$ cat src/design/core_config.svh
`ifndef CORE_CONFIG_SVH
`define CORE_CONFIG_SVH

// log2 of the prefetch queue depth
`define PREFETCH_ORDER 2

// Wait cycles before an open bus transfer is abandoned
`define BUS_TIMEOUT 16

`define RESET_PC 30'h0000_0000 // Word address of the first fetch

`endif
$ cat src/design/core_types_pkg.sv
`include "core_config.svh"

package core_types_pkg;

	// Data value on the bus and in the queue
	typedef logic [31:0] word;

	typedef logic [29:0] ptr; // Byte address without its two low bits

	// Slot in the prefetch queue
	typedef logic [`PREFETCH_ORDER-1:0] queue_idx;

endpackage

$ cat src/design/core_bus_pkg.sv
package core_bus_pkg;

	// One word transfer as issued by a requester
	typedef struct packed {
		core_types_pkg::ptr  addr;
		logic                write;
		core_types_pkg::word data_wr;
	} bus_req;

	typedef enum logic [1:0] {
		IDLE,
		DATA_WAIT, // Data transfer open
		INSN_WAIT  // Fetch transfer open
	} mmu_state;

	// Winner of the bus in an idle cycle
	typedef enum logic [1:0] {
		REQ_NONE,
		REQ_DATA,
		REQ_INSN
	} requester;

endpackage

$ cat src/design/arm810_mem.sv
`timescale 1ns/100ps
`include "core_config.svh"

module arm810_mem
(
	input  logic                 clk,
	                             rst,
	                             stall,
	                             flush,
	input  core_types_pkg::ptr   branch_target,

	output logic                 insn_valid,
	output core_types_pkg::word  insn,
	output core_types_pkg::ptr   insn_pc,

	input  logic                 data_start,
	input  core_bus_pkg::bus_req data_req,
	output logic                 data_ready,
	                             data_fault,
	output core_types_pkg::word  data_data_rd,

	output core_types_pkg::ptr   bus_addr,
	output logic                 bus_start,
	                             bus_write,
	output core_types_pkg::word  bus_data_wr,
	input  logic                 bus_ready,
	input  core_types_pkg::word  bus_data_rd
);

	core_types_pkg::ptr insn_addr;
	core_types_pkg::word insn_data_rd;
	logic insn_start, insn_ready, insn_fault;

	core_fetch #(.PREFETCH_ORDER(`PREFETCH_ORDER)) fetch
	(
		.*
	);

	logic timer_clear, busy, timeout;

	core_mmu mmu
	(
		.*
	);

	core_bus_timer timer
	(
		.*
	);

endmodule

$ cat src/design/core_bus_timer.sv
`timescale 1ns/100ps
`include "core_config.svh"

module core_bus_timer
(
	input  logic clk,
	             rst,
	             timer_clear,
	             busy,

	output logic timeout
);

	localparam int LIMIT = `BUS_TIMEOUT;
	localparam int W = $clog2(LIMIT + 1);

	logic [W-1:0] count; // Cycles since bus_start

	// Stale count from the previous transfer is ignored on the start cycle
	assign timeout = busy && !timer_clear && count == W'(LIMIT);

	always_ff @(posedge clk) begin
		if (rst)
			count <= '0;
		else if (timer_clear)
			count <= W'(1); // Start cycle already counts
		else if (busy && count != W'(LIMIT))
			count <= count + 1'b1;
	end

endmodule

$ cat src/design/core_mmu.sv
`timescale 1ns/100ps

module core_mmu
(
	input  logic                   clk,
	                               rst,

	input  logic                   data_start,
	input  core_bus_pkg::bus_req   data_req,
	output logic                   data_ready,
	                               data_fault,
	output core_types_pkg::word    data_data_rd,

	input  logic                   insn_start,
	input  core_types_pkg::ptr     insn_addr,
	output logic                   insn_ready,
	                               insn_fault,
	output core_types_pkg::word    insn_data_rd,

	output core_types_pkg::ptr     bus_addr,
	output logic                   bus_start,
	                               bus_write,
	output core_types_pkg::word    bus_data_wr,
	input  logic                   bus_ready,
	input  core_types_pkg::word    bus_data_rd,

	output logic                   timer_clear,
	                               busy,
	input  logic                   timeout
);

	core_bus_pkg::mmu_state state;
	core_bus_pkg::requester grant;
	core_bus_pkg::bus_req data_latch, data_sel;
	core_types_pkg::ptr insn_latch, insn_sel;
	logic data_pend, insn_pend, data_want, insn_want, finish;

	// A new pulse and a latched request count the same
	assign data_want = data_start || data_pend;
	assign insn_want = insn_start || insn_pend;
	assign data_sel = data_start ? data_req : data_latch;
	assign insn_sel = insn_start ? insn_addr : insn_latch;

	always_comb begin
		grant = core_bus_pkg::REQ_NONE;
		if (state == core_bus_pkg::IDLE) begin
			if (data_want)
				grant = core_bus_pkg::REQ_DATA; // Data first
			else if (insn_want)
				grant = core_bus_pkg::REQ_INSN;
		end
	end

	assign finish = bus_ready || timeout;

	assign data_ready = state == core_bus_pkg::DATA_WAIT && bus_ready;
	assign insn_ready = state == core_bus_pkg::INSN_WAIT && bus_ready;
	assign data_fault = state == core_bus_pkg::DATA_WAIT && timeout && !bus_ready;
	assign insn_fault = state == core_bus_pkg::INSN_WAIT && timeout && !bus_ready;

	assign data_data_rd = bus_data_rd;
	assign insn_data_rd = bus_data_rd;

	assign busy = state != core_bus_pkg::IDLE;
	assign timer_clear = bus_start; // Wait count starts with the transfer

	always_ff @(posedge clk) begin
		if (data_start)
			data_latch <= data_req;
		if (insn_start)
			insn_latch <= insn_addr;

		if (grant == core_bus_pkg::REQ_DATA) begin
			bus_addr <= data_sel.addr;
			bus_write <= data_sel.write;
			bus_data_wr <= data_sel.data_wr;
		end else if (grant == core_bus_pkg::REQ_INSN) begin
			bus_addr <= insn_sel;
			bus_write <= 1'b0;
		end
	end

	always_ff @(posedge clk) begin
		if (rst) begin
			state <= core_bus_pkg::IDLE;
			data_pend <= 1'b0;
			insn_pend <= 1'b0;
			bus_start <= 1'b0;
		end else begin
			data_pend <= data_want && grant != core_bus_pkg::REQ_DATA;
			insn_pend <= insn_want && grant != core_bus_pkg::REQ_INSN;
			bus_start <= grant != core_bus_pkg::REQ_NONE;

			case (state)
				core_bus_pkg::IDLE:
					if (grant == core_bus_pkg::REQ_DATA)
						state <= core_bus_pkg::DATA_WAIT;
					else if (grant == core_bus_pkg::REQ_INSN)
						state <= core_bus_pkg::INSN_WAIT;

				core_bus_pkg::DATA_WAIT, core_bus_pkg::INSN_WAIT:
					if (finish)
						state <= core_bus_pkg::IDLE;

				default:
					state <= core_bus_pkg::IDLE;
			endcase
		end
	end

endmodule

$ cat src/design/core_fetch.sv
`timescale 1ns/100ps
`include "core_config.svh"

module core_fetch
#(
	parameter int PREFETCH_ORDER = `PREFETCH_ORDER
)
(
	input  logic                clk,
	                            rst,
	                            stall,
	                            flush,
	input  core_types_pkg::ptr  branch_target,
	input  logic                insn_ready,
	                            insn_fault,
	input  core_types_pkg::word insn_data_rd,

	output logic                insn_start,
	output core_types_pkg::ptr  insn_addr,
	output logic                insn_valid,
	output core_types_pkg::word insn,
	output core_types_pkg::ptr  insn_pc
);

	localparam int DEPTH = 1 << PREFETCH_ORDER;

	core_types_pkg::word insn_q[DEPTH];
	core_types_pkg::ptr pc_q[DEPTH];

	core_types_pkg::queue_idx head, tail;
	core_types_pkg::ptr fetch_ptr; // Next address to request
	logic [PREFETCH_ORDER:0] count;
	logic in_flight, drop, push, pop, issue, done;

	function automatic core_types_pkg::queue_idx wrap_inc(input core_types_pkg::queue_idx idx);
		if (idx == core_types_pkg::queue_idx'(DEPTH - 1))
			return '0;
		else
			return idx + 1'b1;
	endfunction

	assign done = insn_ready || insn_fault;

	// Responses requested before a flush never enter the queue
	assign push = insn_ready && !drop && !flush;
	assign pop = insn_valid && !stall && !flush;

	// The request in flight already holds a slot
	assign issue = !in_flight && !flush && count < DEPTH;

	assign insn_valid = count != '0;
	assign insn = insn_q[head];
	assign insn_pc = pc_q[head];

	always_ff @(posedge clk) begin
		if (push) begin
			insn_q[tail] <= insn_data_rd;
			pc_q[tail] <= insn_addr;
		end

		if (issue)
			insn_addr <= fetch_ptr;
	end

	always_ff @(posedge clk) begin
		if (rst) begin
			head <= '0;
			tail <= '0;
			count <= '0;
			fetch_ptr <= `RESET_PC;
			in_flight <= 1'b0;
			drop <= 1'b0;
			insn_start <= 1'b0;
		end else begin
			insn_start <= issue;

			if (flush)
				fetch_ptr <= branch_target;
			else if (insn_fault && !drop)
				fetch_ptr <= insn_addr; // Retry the faulted word
			else if (issue)
				fetch_ptr <= fetch_ptr + 1'b1;

			if (issue)
				in_flight <= 1'b1;
			else if (done)
				in_flight <= 1'b0;

			if (done)
				drop <= 1'b0;
			else if (flush && in_flight)
				drop <= 1'b1;

			if (flush) begin
				head <= '0;
				tail <= '0;
				count <= '0;
			end else begin
				if (push)
					tail <= wrap_inc(tail);
				if (pop)
					head <= wrap_inc(head);

				if (push && !pop)
					count <= count + 1'b1;
				else if (pop && !push)
					count <= count - 1'b1;
			end
		end
	end

endmodule

$ cat config.mk
export PLATFORM = sky130hd
export DESIGN_NAME = arm810_mem
export DESIGN_NICKNAME = d
export VERILOG_FILES = /design/src/design/core_types_pkg.sv /design/src/design/core_bus_pkg.sv /design/src/design/arm810_mem.sv /design/src/design/core_bus_timer.sv /design/src/design/core_mmu.sv /design/src/design/core_fetch.sv
export VERILOG_INCLUDE_DIRS = /design/src /design/src/design
export SDC_FILE = /design/constraint.sdc
export NUM_CORES = 1
export LEC_CHECK = 0
export ABC_AREA = 1
export BUFFER_PORTS_ARGS = -buffer_cell sky130_fd_sc_hd__buf_2
export CORE_ASPECT_RATIO = 1.25
export CORE_MARGIN = 2
export CORE_UTILIZATION = 51
export DETAILED_ROUTE_END_ITERATION = 8
export PLACE_DENSITY_LB_ADDON = 0.08
export REMOVE_ABC_BUFFERS = 1
export SLEW_MARGIN = 15
export SYNTH_ARGS = -nofsm -noshare
export SYNTH_HDL_FRONTEND = slang
export SYNTH_SLANG_ARGS = --single-unit
$ cat constraint.sdc
create_clock -name clk -period 3.8 [get_ports clk]
set_input_delay 0.57 -clock clk [delete_from_list [all_inputs] [get_ports clk]]
set_output_delay 0.57 -clock clk [all_outputs]
set_load 0.1 [all_outputs]
# Word-level counts from Yosys, hierarchy flattened
# Memories as Yosys holds them, arrays and structs flattened. A register that Yosys moved wholly into a read port is not among the register bits.
# Index checks and enable logic that the tools add are counted.
[op_classes]
add_sub_neg = 6
mul = 0
div_mod_pow = 0
magnitude_cmp = 1
n_eq_ne = 12
shifts = 0
mux = 30
n_bitwise = 0
reduce_logical = 47
[ops]
columns = ["cell", "count"]
rows = [
  ["2-to-1 mux 30 bit", 6],
  ["2-to-1 mux 63 bit", 1],
  ["adder 30 x 1 -> 30 bit (second input constant)", 1],
  ["2-to-1 mux 2 bit", 12],
  ["logical AND 1 bit", 21],
  ["nonzero test 2 bit", 6],
  ["equality test 2 bit (second input constant)", 4],
  ["logical NOT 1 bit", 8],
  ["2-to-1 mux 1 bit", 8],
  ["OR reduction 2 bit", 4],
  ["2-to-1 mux 3 bit", 2],
  ["nonzero test 3 bit", 2],
  ["adder 5 x 1 -> 5 bit (second input constant)", 1],
  ["equality test 5 bit (second input constant)", 1],
  ["inequality test 5 bit (second input constant)", 1],
  ["adder 2 x 1 -> 2 bit (second input constant)", 2],
  ["equality test 2 x 1 -> 1 bit (second input constant)", 2],
  ["logical OR 1 bit", 4],
  ["inequality test 2 x 1 -> 1 bit (second input constant)", 2],
  ["one-hot mux 2 bit (2 select lines)", 1],
  ["adder 3 x 1 -> 3 bit (second input constant)", 1],
  ["less-than comparator 3 bit (second input constant)", 1],
  ["inequality test 3 bit (second input constant)", 1],
  ["subtractor 3 x 1 -> 3 bit (second input constant)", 1],
  ["3 further kinds", 3],
]
[word_totals]
regBits = 236
latchBits = 0
ram_bits = 248
rom_bits = 0
inputBits = 131
out_inout_bits = 161
wordCells = 119
n_memories = 2
[mem_list]
columns = ["name", "depth", "word_bits", "read_ports", "rd_ports_with_merged_regs", "wr", "line_no", "source"]
rows = [
  ["fetch.insn_q", 4, 32, 1, 1, 1, "core_fetch.sv:27", "core_types_pkg::word insn_q[DEPTH];"],
  ["fetch.pc_q", 4, 30, 1, 1, 1, "core_fetch.sv:28", "core_types_pkg::ptr pc_q[DEPTH];"],
]

# Logic depth before layout (Yosys ltp)
[logic_depth]
word_depth = 8
depth_mapped = 13
depth_no_buf = 12

# Modules after synthesis
# A second synthesis with hierarchy kept.
[hier_totals]
cells_unflattened = 1854
area_unflattened_um2 = 19601.3
[modules_own_cells]
columns = ["module", "n_inst", "cells_per_inst", "area_each_um2", "seq_area_each_um2"]
rows = [
  ["core_fetch", 1, 1183, 13247.7, 9188.8],
  ["core_mmu", 1, 628, 6062.1, 3853.7],
  ["core_bus_timer", 1, 43, 291.5, 100.1],
]

# Least setup slack after synthesis
# Ideal clock, no wire load.
[synth_timing]
kind = "input to register"
from = "in flush"
to = "mem fetch.insn_q[0][0] in the netlist's numbering, enable pin"
setup_time_ns = 0.482
arrival_ns = 3.687
required_time_ns = 3.318
setup_slack_ns = -0.370
path_stages = 4
n_path_buf = 1
cell_sequence = "buf_2 > nor3_1 > inv_1 > nor2_1"
[synth_between]
elab_chain_len = 4
[synth_rtl]
columns = ["element", "line_no", "source"]
rows = [
  ["start: declaration", "arm810_mem.sv:9", "flush,"],
  ["logical NOT 1 bit", "core_fetch.sv:45", "assign push = insn_ready && !drop && !flush;"],
  ["logical AND 1 bit", "core_fetch.sv:45", ""],
  ["net fetch.push", "core_fetch.sv:33", "logic in_flight, drop, push, pop, issue, done;"],
  ["2-to-1 mux 1 bit", "core_fetch.sv:56", "if (push) begin"],
  ["2-to-1 mux 1 bit (not written as such)", "core_fetch.sv:57", "insn_q[tail] <= insn_data_rd;"],
  ["end: declaration", "core_fetch.sv:27", ""],
]
# The timed path passes the listed nets, and every way through them passes these cells.

==> metrics.txt <==
outcome=finished clean; Routed Antenna Nets=0; Distinct cells, synth=45; first-pass GRT wire length=68.1 mm; Final Hold Fails=0; required time worst endpoint=3230 ps; nets=2025; Die Ht=220 microns; RSZ-0062 raised after global routing=no; worst stage delay on the critical path=500 ps; critical path cell sequence=inv_4 > buf_4 > o21ai_0 > o22ai_1 > buf_2; post-synthesis adder-cell area fraction=0.893%; top cell type's share of synthesized area=53.7%; hold_buf cts=0; final worst slack=510 ps; row count=79; Crit path max-delay family=buffers and inverters; Fin Setup TNS=0 ps; Main synth FF type=edfxtp_1; vias in the first global route=12500; IO buf count=291; Leakage=8.64 nW; DRT Pass-1 Iters=5; GRT Overall Usage=22.7%; GPL Wtd Cong=0.881; worst slack at placement=1060 ps; worst hold path type=in2reg; synth warn=0; Int Power=9.30 mW; post-synthesis cell count=1628; minimum clock period=3290 ps; final setup violation count=0; Worst-Skew Late Latency=560 ps; I/O pin cnt=292; mux contribution to synthesized area=3.66%; sw frac=27.5%; proportion of layout cells with a drive suffix above 1=25.8%; maximum fanout along the worst path=58; Synth Area in XOR/XNOR=0.551%; Crit path buffers/inverters=3; sw power=3.52 mW; commonest non-fill, non-tap cell in the layout=edfxtp_1; power per standard cell area=570 mW/mm^2; sequential share of the synthesized area=68.9%; post-route cell area=0.0225 sq mm; Post-synth EDFFs=341; Power, Total=12.8 mW; core area=0.0371 sq mm; CP max stage cell=inv_4; dpl hpwl=28.6 mm; Synth Area in Compound Gates=9.68%; Max-slew headroom=48.9%; # resized after CTS=0; vias per cell=5.32; DRT iter0 DRCs=887; Clk pwr share=37.3%; async set-reset flop share out of synthesis=0%; largest family of logic cells by synthesized area=simple AND/OR/NAND/NOR gates; Reg clk slew, reported paths=60 ps; GRT overflow=0; WL final=44.2 mm; Comb power frac=14.2%; crit path kind=reg2out; Worst Clk Skew=17.6 ps; largest net degree at the start of global routing=63; Placement Cell Area=0.0209 sq mm; simple-gate share of the synthesized area=12.0%; largest area contributor in the netlist=edfxtp_1; crit path DAT=2720 ps; Fmax=0.304 GHz; max cap viols=0; Synth Cell Area=0.0191 sq mm; most frequent cells in the layout=341 x edfxtp_1, 290 x buf_2, 247 x nand2_1; Worst Tran Pin Value=767 ps; CP endpoint kind=primary output; TritonCTS Sinks=486; vias after detailed routing=12800; H-tree Lvls=2; DIE WIDTH=177 microns; clock buffer count from CTS=47; CTS tree=built; register bit total from synthesis=486; antenna violations before repair=4; Post-CTS Setup Inserts=0; total die area=0.0390 sq mm; syn avg cell area=11.7 sq um; maximum vdd ir drop=511 uV; drt wl/cell=18.4 microns; Layout Area Growth over Synthesis=18.0%; DR DRC count=0; worst hold slack=244 ps; initial core utilization=51.4%; Slew Limit Fails=0; Seq pwr share=48.6%; Synth area leaders=edfxtp_1 54%, dfxtp_1 15%, nand2_1 4.9%; CTS Buffer Depth=3; startpoint class of the critical path=flop; CTS Root Buffer Type=clkbuf_16; final critical-path share of the clock period=86.6%
-- power by group through the flow --
stage	Combinational, mW	Sequential, mW	Clock [mW]
5_1_grt	1.93	6.26	5.09
3_3_place_gp	1.81	6.33	0
4_1_cts	1.83	6.23	4.88
2_1_floorplan	0.499	7.08	0
3_5_place_dp	1.83	6.34	0
6_report	1.82	6.23	4.78
-- cells by family after synthesis --
group,count (synthesis)
compound gates,330
mux,62
fa+ha+maj,13
buf+inv,177
simple gates,548
xor+xnor,12
flops,486
-- per-stage QoR --
stage               instances  utilization (%)
CTS                      2405             60.7
finish                   2406             60.7
detailed placement       2318             56.4
global placement         2318             56.4
floorplan                1518                -
global route             2405             60.7
-- flip-flops by register name, summed over array words and instances, names as in the netlist, named ones only --
register          count
fetch.in_flight       1
fetch.count           3
timer.count           5
mmu.bus_write         1
mmu.insn_pend         1
mmu.state             2
mmu.bus_data_wr      32
fetch.pc_q          120
mmu.data_pend         1
fetch.insn_addr      30
mmu.bus_start         1
fetch.insn_q        128
mmu.insn_latch       30
fetch.drop            1
fetch.insn_start      1
fetch.tail            2
fetch.head            2
mmu.bus_addr         30
mmu.data_latch       63
fetch.fetch_ptr      30
-- Yosys cell counts, types with 2 or more instances --
cell	number
a21oi_2	10
nor3b_1	3
nand3_1	40
nand3_4	2
nand3b_1	5
o22ai_1	62
xor2_1	10
inv_2	4
o21a_1	2
nor2_2	17
nor2_1	216
buf_4	32
o21bai_1	5
a21o_1	2
ha_1	12
nand4_1	2
o211ai_1	5
a211oi_1	2
a31oi_1	31
inv_1	60
mux2_2	62
o21ai_0	156
nor3_1	5
edfxtp_1	341
or2_1	3
o21ai_1	6
dfxtp_1	145
clkinv_1	2
buf_6	2
buf_2	15
buf_1	2
clkbuf_1	59
xnor2_1	2
nand2_1	247
a21oi_1	49
-- per-layer routing --
| layer | wire length (microns) | GRT usage, % | vias to the layer above |
|---|---|---|---|
| met5 | 27 | 0 | - |
| met4 | 1300 | 7.49 | 4 |
| met3 | 3100 | 5.10 | 84 |
| met2 | 21800 | 39.2 | 403 |
| met1 | 17900 | 28.3 | 6111 |
| li1 | - | - | 6192 |
-- area by class of cell --
type	instances	area (sq um)
Antenna cell	1	2.50
Inverter	67	256
Clock buffer	66	1350
Multi-Input combinational cell	965	5140
Tap cell	486	608
Fill cell	3057	14600
Sequential cell	486	13100
Timing Repair Buffer	314	1730
Clock inverter	21	258
-- path summary, 6_finish.rpt --
kind	end	cells after the start	slack, ps	from
min reg2reg	mmu.insn_latch[22]	2	440	mmu.insn_latch[22]
min	fetch.insn_q[3][22]	1	240	bus_data_rd[22]
max reg2reg	fetch.insn_q[1][16]	7	1420	mmu.state[0]
max	insn_pc[20]	5	510	flop
Note: power is estimated with default switching activity, not from simulation.
